<file path="src/verilog/doppler_params.svh">
`ifndef DOPPLER_PARAMS_SVH
`define DOPPLER_PARAMS_SVH

// ------------------------------------------------------------------------
// Settings register addresses
// ------------------------------------------------------------------------
`define SR_THRESHOLD    8'd194
`define SR_OFFSET       8'd195
`define SR_ZC_AVG_LOG2  8'd197
`define SR_RATE_HZ      8'd198

// Register reset values
`define THRESHOLD_RESET 32'd0
`define OFFSET_RESET    32'd0
`define AVG_LOG2_RESET  8'd0
`define RATE_HZ_RESET   32'd1000000000

// Datapath widths
`define SAMPLE_W        16
`define FREQ_W          32

// Longest moving average is 2**7 values
`define AVG_MAX_LOG2    7

// Readback filler for unmapped addresses
`define RB_BAD          64'h0BADC0DE0BADC0DE

`endif

</file>
<file path="src/verilog/doppler_pkg.sv">
`include "doppler_params.svh"

package doppler_pkg;

  // One complex baseband beat
  typedef struct packed {
    logic signed [`SAMPLE_W-1:0] i;
    logic signed [`SAMPLE_W-1:0] q;
  } iq_sample_t;

  typedef struct packed {
    logic signed [`SAMPLE_W-1:0] i_part;
    logic signed [`SAMPLE_W-1:0] q_part;
  } set_halves_t;

  // Settings word, either one value or per-channel halves
  typedef union packed {
    logic [31:0] raw;
    set_halves_t halves;
  } set_word_u;

  typedef struct packed {
    logic      stb;
    logic [7:0] addr;
    set_word_u data;
  } set_bus_t;

  // Divider request, chan 0 is I and chan 1 is Q
  typedef struct packed {
    logic                      chan;
    logic signed [`FREQ_W-1:0] period;
  } div_req_t;

  typedef struct packed {
    logic                      chan;
    logic signed [`FREQ_W-1:0] freq;
  } div_rsp_t;

endpackage

</file>
<file path="src/verilog/div_arbiter.sv">
`timescale 1ns/100ps
`include "doppler_params.svh"

module div_arbiter
  import doppler_pkg::*;
(
  input  logic                      ce_clk,
  input  logic                      ce_rst,
  input  div_req_t                  i_req_i,
  input  div_req_t                  i_req_q,
  input  logic                      i_valid_i,
  input  logic                      i_valid_q,
  input  logic                      i_div_ready,
  input  div_rsp_t                  i_rsp,
  input  logic                      i_rsp_valid,
  output logic                      o_grant_i,
  output logic                      o_grant_q,
  output div_req_t                  o_div_req,
  output logic                      o_div_valid,
  output logic                      o_rsp_i_valid,
  output logic                      o_rsp_q_valid,
  output logic signed [`FREQ_W-1:0] o_rsp_freq
);

  logic last_q;
  logic pick_q;

  // Q wins when alone or when I had the last turn
  assign pick_q = i_valid_q & (~i_valid_i | ~last_q);

  assign o_div_valid = i_valid_i | i_valid_q;
  assign o_div_req   = pick_q ? i_req_q : i_req_i;
  assign o_grant_i   = i_div_ready & i_valid_i & ~pick_q;
  assign o_grant_q   = i_div_ready & pick_q;

  // Results go back to the channel named in the tag
  assign o_rsp_i_valid = i_rsp_valid & ~i_rsp.chan;
  assign o_rsp_q_valid = i_rsp_valid & i_rsp.chan;
  assign o_rsp_freq    = i_rsp.freq;

  // Starts as if Q went last so I is served first
  always_ff @(posedge ce_clk) begin
    if (ce_rst) begin
      last_q <= 1'b1;
    end else if (o_div_valid && i_div_ready) begin
      last_q <= pick_q;
    end
  end

  one_grant : assert property (
    @(posedge ce_clk) disable iff (ce_rst) !(o_grant_i && o_grant_q))
    else $error("divider granted to both channels");

endmodule

</file>
<file path="config.mk">
export PLATFORM = sky130hd
export DESIGN_NAME = div_arbiter
export DESIGN_NICKNAME = d
export VERILOG_FILES = /design/src/verilog/doppler_pkg.sv /design/src/verilog/div_arbiter.sv
export VERILOG_INCLUDE_DIRS = /design/src /design/src/verilog
export SDC_FILE = /design/constraint.sdc
export NUM_CORES = 1
export LEC_CHECK = 0
export BUFFER_PORTS_ARGS = -buffer_cell sky130_fd_sc_hd__buf_2
export CAP_MARGIN = 20
export CORE_AREA = 2 2 68 70
export DETAILED_ROUTE_END_ITERATION = 10
export DIE_AREA = 0 0 70 72
export GPL_TIMING_DRIVEN = 0
export HOLD_SLACK_MARGIN = 0.05
export PLACE_DENSITY = 0.73
export SYNTH_ARGS = -nofsm -noshare
export SYNTH_HDL_FRONTEND = slang
export SYNTH_SLANG_ARGS = --single-unit
</file>
<file path="constraint.sdc">
create_clock -name ce_clk -period 2.8 [get_ports ce_clk]
set_clock_uncertainty 0.05 [all_clocks]
set_input_delay 0.14 -clock ce_clk [delete_from_list [all_inputs] [get_ports ce_clk]]
set_output_delay 0.14 -clock ce_clk [all_outputs]
set_load 0.01 [all_outputs]
</file>
==> results.rst, run 1 <==
.. list-table::
   :header-rows: 1

   * - Metric
     - Value
   * - Run status
     - finished clean
   * - Number of buffer and inverter stages on the critical path
     - 2
   * - Max-Cap Viols
     - 0
   * - Number of buffers inserted by post-CTS setup repair
     - 0
   * - DRC violation count after routing
     - 0
   * - Required time reported for the critical path endpoint
     - 2.61 ns
   * - Cell at the slowest stage of the critical path
     - mux2_2
   * - Worst-path maximum fanout
     - 10
   * - Destination of the critical timing path
     - o_div_req[19]
   * - Worst r2r path cells
     - 2
   * - Total of endpoints with negative setup slack in the final report
     - 0
   * - Area added between synthesis and finish
     - 105.8%
   * - Leading registers by flop count
     - last_q: 1 flops
   * - Site Rows
     - 24
   * - Synth Cell Area
     - 733.2 um2
   * - Proportion of layout cells with a drive suffix above 1
     - 95.45%
   * - Area of the multi-input gates
     - 439.2 um2
   * - Worst Hold Slack
     - 0.2850 ns
   * - Number of antenna diodes
     - 0
   * - Stage delay of the slowest cell on the critical path
     - roughly 0.34 ns
   * - Via-to-Cell Ratio
     - around 3.8
   * - Largest reg by FF count
     - last_q
   * - Average cell area after synthesis
     - 9.400 um2
   * - Critical path class
     - reg2out
   * - Number of standard cells after synthesis
     - just under 80
   * - Number of detailed-routing iterations run before antenna repair
     - 2
   * - Final period utilization
     - 54.67%
   * - Tightest Pin Transition
     - 0.3372 ns
   * - Maximum frequency from static timing analysis
     - approximately 650 MHz
   * - Non-filler instance count after layout
     - 272
   * - Crit. path cell count
     - 4
   * - Count of nets after finishing
     - 327
   * - Largest register FFs
     - 1
   * - Start point of the critical path
     - last_q$_SDFFE_PP1P_
   * - Vias after detailed routing
     - ~1000
   * - Pwr per Cell Area
     - 181.1 nW/um2
   * - Global-route wire length before repair
     - about 3700 um
   * - Hold bufs inserted after CTS
     - 0
   * - Die area
     - 5040 um2
   * - Pin count of the biggest net entering global routing
     - 11
   * - Share of synthesized area occupied by flip-flops and latches
     - between 2 and 3%
   * - Total power
     - 273.3 uW
   * - Setup total negative slack
     - 0 ns
   * - Global routing usage summed across all routing layers
     - under 10%
   * - Initial DRC count
     - 10
   * - Die width
     - 70 um
   * - Effective utilization at floorplan
     - 17.19%
   * - Per-cell routed wire length
     - just under 10 um
   * - Category of the worst setup path capture point
     - output pin
   * - Final hold vios
     - 0
   * - Sum of net half-perimeters after detailed placement
     - between 2000 and 2500 um
   * - Register bit count reported by yosys
     - 1
   * - Final worst path period need
     - 1.531 ns
   * - Post-synth net total
     - 183
   * - Number of antenna violations at the first check in global routing
     - 0
   * - Placeable core region
     - between 4000 and 5000 um2
   * - Yosys warning count
     - 0
   * - Footprint of the flip-flops and latches
     - 20.02 um2
   * - Reg-to-reg critical path endpoint
     - last_q$_SDFFE_PP1P_
   * - Max Slew Vio Count
     - 0
   * - Library cells used by synthesis
     - 12
   * - Total detailed-routing wirelength
     - 2629 um
   * - Classification of the worst-slack hold path
     - in2reg
   * - Clk slew on worst S/H paths
     - 0 ns
   * - Critical R2R Launch
     - last_q$_SDFFE_PP1P_
   * - Synth top area share
     - 47.61%
   * - Last weighted congestion value of the routability-driven placer
     - around 0.71
   * - Element type at the critical path start
     - register
   * - Top cells by area in the synthesized netlist
     - mux2_2, buf_4, buf_6
   * - Largest voltage drop on the vdd net
     - 0.08416 mV
   * - Resize count post-CTS
     - 0
   * - Number of input and output port buffers inserted
     - approximately 140
   * - Kind of cell adding the most delay to the critical path
     - buffers and inverters
   * - RSZ-0062 raised after global routing
     - false
   * - Worst-case register-to-register setup slack
     - around 1.9 ns
   * - Total global routing overflow
     - 0
   * - Arrival time of the worst setup path
     - around 1.3 ns
   * - Ports placed on the boundary
     - around 180
   * - Max_slew headroom
     - around 77%
   * - Crit-path cells
     - a21boi_4 > buf_6 > mux2_2 > buf_2
   * - Leakage power summed over all cells
     - 0.0008933 uW
   * - Antenna Violating Nets Remaining
     - 0
   * - Later-pin clock latency in the skew report
     - 0 ns
   * - Total of fill cells in the finished design
     - 433
   * - Die extent in y
     - 72 um
   * - Number of global-route vias before repair
     - 877
   * - Placed cells
     - approximately 270
   * - Yosys top cell by area
     - mux2_2
## cell type report
type / instances / area share [%]
multi-input cells: 42 / 29.10
plain buffers: 35 / 18.16
repair buffers: 142 / 47.10
flip-flops and latches: 1 / 1.327
well taps: 52 / 4.312
## cells in the final DEF, fill, tap and decap left out
cell / synthesis / routed
a21boi_4: 1 / 1
a221o_1: 1 / 1
and2_1: 2 / 2
buf_2: 0 / 142
buf_4: 32 / 32
buf_6: 3 / 3
dfxtp_1: 1 / 1
mux2_1: 2 / 2
mux2_2: 31 / 31
nand2_1: 1 / 1
nor2_1: 1 / 1
nor2b_1: 2 / 2
or2_2: 1 / 1
## how the worst min path moves through the flow
stage / to / cells after the start / startpoint / slack, ns
after detailed placement: last_q$_SDFFE_PP1P_ / 2 / ce_rst / 0.28
final: last_q$_SDFFE_PP1P_ / 2 / ce_rst / 0.29
after floorplan: last_q$_SDFFE_PP1P_ / 1 / ce_rst / 0.19
after CTS: last_q$_SDFFE_PP1P_ / 2 / ce_rst / 0.28
after global routing: last_q$_SDFFE_PP1P_ / 2 / ce_rst / 0.30
after global placement: last_q$_SDFFE_PP1P_ / 2 / ce_rst / 0.28
## layer usage
metal  track usage, %  part of all wire, %
met4                0                    0
met2            17.25                   53
met3            1.806                   16
met5                0                    0
met1            9.038                   32
## power by group
| group | switching [uW] | internal (uW) | leakage (uW) |
|---|---|---|---|
| logic | 101 | 156 | 0.000885 |
| clock network | 0 | 0 | 0 |
| registers | 1.33 | 15.6 | 0.00000831 |
## cell families (layout without fill, tap and decap cells)
kind of cell | after synthesis | count (layout) | share of synthesized area (%)
buffers and inverters | 35 | 177 | 37.37
multiplexers | 33 | 33 | 50.68
AND/OR/NAND/NOR | 7 | 7 | 5.289
AO/OA/AOI/OAI | 2 | 2 | 3.925
flip-flops | 1 | 1 | 2.730
## synthesized netlist by cell type (all sizes together)
cell type	count
a221o	1
nor2b	2
nand2	1
nor2	1
dfxtp	1
and2	2
a21boi	1
or2	1
mux2	33
buf	35
## per-stage QoR
step	worst slack, ns	instance area, um2	utilization, %
2_1_floorplan	1.514	733.2	-
3_3_place_gp	1.238	1509	35.39
3_5_place_dp	1.213	1509	35.39
4_1_cts	1.212	1509	35.39
5_1_grt	1.172	1509	35.39
6_report	1.269	1509	35.39
Power figures use the tool's default switching activity.
==> run 2: changes to the inputs <==
- ABC_AREA: not set -> 1
- PLACE_DENSITY: 0.73 -> 0.77
- clock period: 2.8 -> 1.4 ns (I/O delays scaled with it)
==> run 2 against run 1 <==
Compared with the run above: die area is the same; synthesized cell count is 100% higher; final area increased by 5.1%; routed wire length up 30%; global-route usage up 3.5 points; critical path type unchanged; critical endpoint is now o_div_req[10].
==> results.rst, run 2 <==
.. list-table::
   :header-rows: 1

   * - Metric
     - Value
   * - Post-synth net total
     - 261 (+43%)
   * - Number of buffers inserted by post-CTS setup repair
     - 0 (unchanged)
   * - Switching fraction of total power
     - 46.28% (+8.9 points)
   * - Maximum frequency from static timing analysis
     - between 800 and 900 MHz
   * - Most used cells in the layout excluding fill and tap cells
     - buf_2, nand2_1, nand3_1
   * - Yosys warning count
     - 0 (unchanged)
   * - Total of endpoints with negative setup slack in the final report
     - 0 (unchanged)
   * - Total detailed-routing wirelength
     - 3421 um (+30%)
   * - Hold bufs inserted after CTS
     - 0 (unchanged)
   * - Die area
     - 5040 um2 (unchanged)
   * - Number of standard cells after synthesis
     - 156 (+100%)
   * - Placeable core region
     - 4264 um2 (unchanged)
   * - DRC violation count after routing
     - 0 (unchanged)
   * - Largest register FFs
     - 1 (unchanged)
   * - Number of global-route vias before repair
     - 1287 (+47%)
   * - Run status
     - finished clean
   * - Cell with the most instances after synthesis
     - nand2_1
   * - Design area
     - 1587 um2 (+5.1%)
   * - Resize count post-CTS
     - 0 (unchanged)
   * - Share of synthesized area occupied by flip-flops and latches
     - 2.454% (-0.28 points)
   * - Last weighted congestion value of the routability-driven placer
     - 0.7854 (+10%)
   * - Power Internal
     - 323.5 uW (+89%)
   * - Setup total negative slack
     - 0 ns (unchanged)
   * - Placement Cell Area
     - 1587 um2 (+5.1%)
   * - Tightest Pin Transition
     - 0.1932 ns (-0.1440 ns)
   * - Average cell area after synthesis
     - 5.229 um2 (-44%)
   * - Synth Cell Area
     - 815.8 um2 (+11%)
   * - Later-pin clock latency in the skew report
     - 0 ns (unchanged)
   * - Part of the total power dissipated in sequential elements
     - 5.5% (-0.7 points)
   * - Global-route wire length before repair
     - 5223 um (+42%)
   * - Final critical-path setup slack
     - 0.2704 ns (-0.9990 ns)
   * - Number of antenna violations at the first check in global routing
     - 0 (unchanged)
   * - Library cells used by synthesis
     - 13 (+1)
   * - Share of synthesized registers carrying an async set or reset
     - 0% (unchanged)
   * - Pin count of the biggest net entering global routing
     - 11 (unchanged)
   * - Net switching component of the power
     - 278.7 uW (+170%)
   * - Antenna Violating Nets Remaining
     - 0 (unchanged)
   * - Top post-synthesis cells by count
     - nand2_1, nand3_1, buf_4
   * - Crit-path cells
     - nand2_2 > buf_2 > nand3_1 > nand2_1 > buf_2
   * - Arrival time of the worst setup path
     - 1.01 ns (-0.33 ns)
   * - Critical path's most frequent cell
     - buf_2
   * - RSZ-0062 raised after global routing
     - false
   * - Placed cells
     - 349 (+28%)
   * - Effective utilization at floorplan
     - 19.13% (+1.9 points)
   * - Number of antenna diodes
     - 0 (unchanged)
   * - Element type at the critical path start
     - register
   * - Site Rows
     - 24 (unchanged)
   * - Fraction of power consumed by the clock network
     - 0% (unchanged)
   * - Max Slew Vio Count
     - 0 (unchanged)
   * - Worst-path maximum fanout
     - 10 (unchanged)
   * - Number of flops mapped to enable cells by yosys
     - 0 (unchanged)
   * - Required time reported for the critical path endpoint
     - 1.28 ns (-1.33 ns)
   * - Worst slack, placed
     - 0.2322 ns (-0.9809 ns)
   * - Leading registers by flop count
     - last_q: 1 flops
   * - Final hold vios
     - 0 (unchanged)
   * - Category of the worst setup path capture point
     - output pin
   * - Critical path class
     - reg2out
   * - Max_slew headroom
     - 87.12% (+9.7 points)
   * - Vias after detailed routing
     - 1430 (+38%)
   * - Final period utilization
     - 80.69%
   * - Non-filler instance count after layout
     - 349 (+28%)
   * - Total global routing overflow
     - 0 (unchanged)
   * - Via-to-Cell Ratio
     - 4.097 (+7.9%)
   * - Share of power burned in combinational logic
     - 94.5% (+0.7 points)
   * - Pwr per Cell Area
     - 379.6 nW/um2 (+110%)
   * - Largest voltage drop on the vdd net
     - 0.2760 mV (+230%)
   * - Classification of the worst-slack hold path
     - in2reg
   * - Area added between synthesis and finish
     - 94.48%
   * - Ports placed on the boundary
     - 175 (unchanged)
   * - Most common cell after layout, fill and taps aside
     - buf_2
   * - Count of nets after finishing
     - 404 (+24%)
   * - Per-cell routed wire length
     - 9.802 um (+1.4%)
   * - Cell at the slowest stage of the critical path
     - dfxtp_1
   * - Number of detailed-routing iterations run before antenna repair
     - 4 (+2)
   * - Clk slew on worst S/H paths
     - 0 ns (unchanged)
   * - Total of fill cells in the finished design
     - 474 (+9.5%)
   * - Synth Flop Type
     - dfxtp_1
   * - Global routing usage summed across all routing layers
     - 11.79% (+3.5 points)
   * - Yosys top cell by area
     - nand2_1
   * - Stage delay of the slowest cell on the critical path
     - 0.30 ns (-0.04 ns)
   * - Max-Cap Viols
     - 0 (unchanged)
   * - Leakage power summed over all cells
     - 0.001113 uW (+25%)
   * - Die width
     - 70 um (unchanged)
   * - Largest reg by FF count
     - last_q
   * - Synth top area share
     - 31.29% (-16 points)
   * - Final worst path period need
     - 1.130 ns
   * - Number of input and output port buffers inserted
     - 141 (-0.70%)
   * - Number of buffer and inverter stages on the critical path
     - 2 (unchanged)
   * - Sum of net half-perimeters after detailed placement
     - 2982 um (+23%)
   * - Die extent in y
     - 72 um (unchanged)
   * - Proportion of layout cells with a drive suffix above 1
     - 62.63% (-33 points)
   * - Initial DRC count
     - 30 (+20)
   * - Top cells by area in the synthesized netlist
     - nand2_1, buf_4, nand3_1
   * - Register bit count reported by yosys
     - 1 (unchanged)
   * - Kind of cell adding the most delay to the critical path
     - buffers and inverters
==> run 2: cells by family after synthesis <==
| kind of cell | Yosys count | share of synthesized area [%] |
|---|---|---|
| AND/OR/NAND/NOR | 108 | 56.90 |
| buffers and inverters | 46 | 40.03 |
| flip-flops | 1 | 2.454 |
| AO/OA/AOI/OAI | 1 | 0.6129 |
==> run 2: routing by layer <==
metal	up-vias	global-route usage (%)	share of wire (%)
li1	741	-	-
met1	594	12.63	35
met5	-	0	0
met3	0	1.667	11
met2	95	25.29	53
met4	0	0.4274	0
==> run 2: worst register-to-register path, delay by kind of cell (launching register included) <==
kind	cells	cell delay, ns
flops	1	0.32
simple gates	3	0.33
==> run 2: metrics by stage <==
stage	hold slack (ns)	power, uW	utilization [%]
global route	0.2349	662.5	37.21
global placement	0.2198	600.6	37.21
finish	0.2213	602.2	37.21
CTS	0.2297	610.0	37.21
floorplan	0.1276	344.7	-
detailed placement	0.2297	608.3	37.21
==> run 2: cell type report <==
cell class	count	area, um2	area share [%]
multi-input cells	109	469.2	29.57
repair buffers	141	705.7	44.48
inverters	4	15.01	0.9464
plain buffers	42	311.5	19.64
flip-flops and latches	1	20.02	1.262
well taps	52	65.06	4.101
==> run 2: worst paths after layout <==
path | startpoint | to | slack, ns | cells after the start
max reg2reg | last_q$_SDFFE_PP1P_ | last_q$_SDFFE_PP1P_ | 0.58 | 3
min | ce_rst | last_q$_SDFFE_PP1P_ | 0.22 | 3
min reg2reg | last_q$_SDFFE_PP1P_ | last_q$_SDFFE_PP1P_ | 0.43 | 2
max | last_q$_SDFFE_PP1P_ | o_div_req[10] | 0.27 | 5
==> run 2: power groups by stage <==
stage               combinational [uW]  clock [uW]  sequential [uW]
floorplan                          312           0             32.6
global placement                   568           0             32.8
detailed placement                 575           0             33.0
CTS                                577           0             33.1
global route                       629           0             33.5
finish                             569           0             32.9
==> run 3: changes to the inputs <==
- ABC_AREA: 1 -> 0
- PLACE_DENSITY: 0.77 -> 0.73
- clock period: 1.4 -> 1.1 ns (I/O delays scaled with it)
==> run 3 against run 2 <==
Compared with the run above: the run now ends with negative setup slack left; die area unchanged; largest power group unchanged; sequential share of layout area fell by 0.15 points; highest routed layer unchanged; first-iteration DRC count shrank 33%; global-route usage shrank 0.58 points; final area is 21% higher; flip-flop and latch count is the same; routed wire length is 4.8% lower; combinational power up 64%.
==> results.rst, run 3 (synthesis results as in run 1) <==
.. list-table::
   :header-rows: 1

   * - Metric
     - Value
   * - Total detailed-routing wirelength
     - 3257 um (-4.8%)
   * - Sum of net half-perimeters after detailed placement
     - 2777 um (-6.9%)
   * - Max Slew Vio Count
     - 0 (unchanged)
   * - Total of fill cells in the finished design
     - 419 (-12%)
   * - Global-route wire length before repair
     - 4754 um (-9.0%)
   * - Initial DRC count
     - 20 (-33%)
   * - Number of detailed-routing iterations run before antenna repair
     - 2 (-2)
   * - Hold bufs inserted after CTS
     - 0 (unchanged)
   * - Area of the multi-input gates
     - 555.5 um2 (+18%)
   * - Max_slew headroom
     - 90.19% (+3.1 points)
   * - Die extent in y
     - 72 um (unchanged)
   * - Die width
     - 70 um (unchanged)
   * - Max-Cap Viols
     - 0 (unchanged)
   * - Area added between synthesis and finish
     - 161.1%
   * - Met2 Resource Use GR
     - 24.23% (-1.1 points)
   * - Number of input and output port buffers inserted
     - 142 (+0.71%)
   * - Ports placed on the boundary
     - 175 (unchanged)
   * - Leading registers by flop count
     - last_q: 1 flops
   * - Worst-path maximum fanout
     - 5 (-5)
   * - Met1 global-route usage
     - 12.29% (-0.33 points)
   * - Pin count of the biggest net entering global routing
     - 11 (unchanged)
   * - Critical path class
     - reg2out
   * - Classification of the worst-slack hold path
     - in2reg
   * - Pwr per Cell Area
     - 510.3 nW/um2 (+34%)
   * - Largest reg by FF count
     - last_q
   * - Largest register FFs
     - 1 (unchanged)
   * - Total of endpoints with negative setup slack in the final report
     - 34 (+34)
   * - Last weighted congestion value of the routability-driven placer
     - 0.6837 (-13%)
   * - Final period utilization
     - 117.6%
   * - Number of global-route vias before repair
     - 1060 (-18%)
   * - Final critical-path setup slack
     - -0.1936 ns (-0.4639 ns)
   * - Maximum frequency from static timing analysis
     - 773.1 MHz
   * - Proportion of layout cells with a drive suffix above 1
     - 96.88% (+34 points)
   * - Vias after detailed routing
     - 1103 (-23%)
   * - DRC violation count after routing
     - 0 (unchanged)
   * - Placeable core region
     - 4264 um2 (unchanged)
   * - Later-pin clock latency in the skew report
     - 0 ns (unchanged)
   * - Final hold vios
     - 0 (unchanged)
   * - Violated checks
     - negative setup slack
   * - Per-cell routed wire length
     - 11.80 um (+20%)
   * - Element type at the critical path start
     - register
   * - Tightest Pin Transition
     - 0.1468 ns (-0.04637 ns)
   * - Global routing usage summed across all routing layers
     - 11.20% (-0.58 points)
   * - RSZ-0062 raised after global routing
     - true
   * - Met3 routing resource usage after global routing
     - 1.111% (-0.56 points)
   * - Category of the worst setup path capture point
     - output pin
   * - Die area
     - 5040 um2 (unchanged)
   * - Clk slew on worst S/H paths
     - 0 ns (unchanged)
   * - Final design utilization
     - 44.89% (+7.7 points)
   * - Number of antenna diodes
     - 0 (unchanged)
   * - Most used cells in the layout excluding fill and tap cells
     - buf_2, buf_4, buf_6
   * - Effective utilization at floorplan
     - 17.19% (-1.9 points)
   * - Most common cell after layout, fill and taps aside
     - buf_2
   * - Run status
     - finished, violations left
   * - Arrival time of the worst setup path
     - 1.19 ns (+0.18 ns)
   * - Number of antenna violations at the first check in global routing
     - 0 (unchanged)
   * - Worst slack, placed
     - -0.3178 ns (-0.5500 ns)
   * - Site Rows
     - 24 (unchanged)
   * - Most utilized layer in the global route result
     - met2
   * - Count of nets after finishing
     - 331 (-18%)
   * - Antenna Violating Nets Remaining
     - 0 (unchanged)
   * - Footprint of the flip-flops and latches
     - 21.27 um2 (+6.2%)
   * - Leakage power summed over all cells
     - 0.001119 uW (+0.52%)
   * - Required time reported for the critical path endpoint
     - 1.00 ns (-0.28 ns)
   * - Via-to-Cell Ratio
     - 3.996 (-2.5%)
   * - Largest voltage drop on the vdd net
     - 0.2297 mV (-17%)
   * - Final worst path period need
     - 1.294 ns
   * - Total global routing overflow
     - 0 (unchanged)
==> run 3: cell types whose count changed in the layout (fill, tap and decap cells not counted), moves of 4 or more <==
cell     delta
nand3_1    -35
inv_1       -4
buf_2      -37
buf_6      +30
mux2_4     +31
nand2_1    -67
==> run 3: layer usage <==
layer / up-vias / share of wire [%]
li1: 530 / -
met1: 497 / 33
met2: 76 / 58
met3: 0 / 8.7
met4: 0 / 0
met5: - / 0
==> run 3: final cells by class <==
type	count	area share, %
buffer	35	15.42
multi-input combinational	42	29.02
sequential	1	1.111
tap	52	3.399
timing repair buffer	146	51.05
==> run 3: path summary, 6_finish.rpt <==
check	slack, ns	startpoint	cells after the start	to
worst min register to register	0.55	last_q$_SDFFE_PP1P_	2	last_q$_SDFFE_PP1P_
worst max register to register	0.15	last_q$_SDFFE_PP1P_	3	last_q$_SDFFE_PP1P_
worst max-delay path	-0.19	last_q$_SDFFE_PP1P_	5	o_div_req[1]
worst min-delay path	0.21	ce_rst	2	last_q$_SDFFE_PP1P_
==> run 3: where the power goes <==
part	internal, uW	switching [uW]	leakage [uW]
logic	614	320	0.00111
registers	40.3	2.49	0.00000800
clock network	0	0	0
total	654	323	0.00112
==> run 3: critical path, cell delays in order (launching register included) <==
cell	delay (ns)
dfxtp_2	0.31
a21boi_4	0.14
buf_12	0.15
buf_6	0.12
mux2_2	0.32
buf_2	0.14
==> run 3: what timing repair did <==
| action | CTS | global route |
|---|---|---|
| setup buffers | 3 | 0 |
| hold endpoints to repair | 0 | 0 |
| resized for setup | 41 | 2 |
| cloned | 1 | 0 |
| pin swaps | 1 | 0 |
| endpoints found under the setup margin | 34 | 34 |
==> run 3: through the flow <==
step	TNS [ns]	power, uW	hold slack (ns)	cells	instance area (um2)
global placement	-9.979	773.4	0.1957	272	1619
CTS	-5.814	978.9	0.2123	276	1908
floorplan	-2.730	475.2	0.1064	78	843.3
detailed placement	-9.493	786.6	0.2123	272	1619
finish	-5.749	976.9	0.2140	276	1914
global route	-7.012	1032	0.2230	276	1914
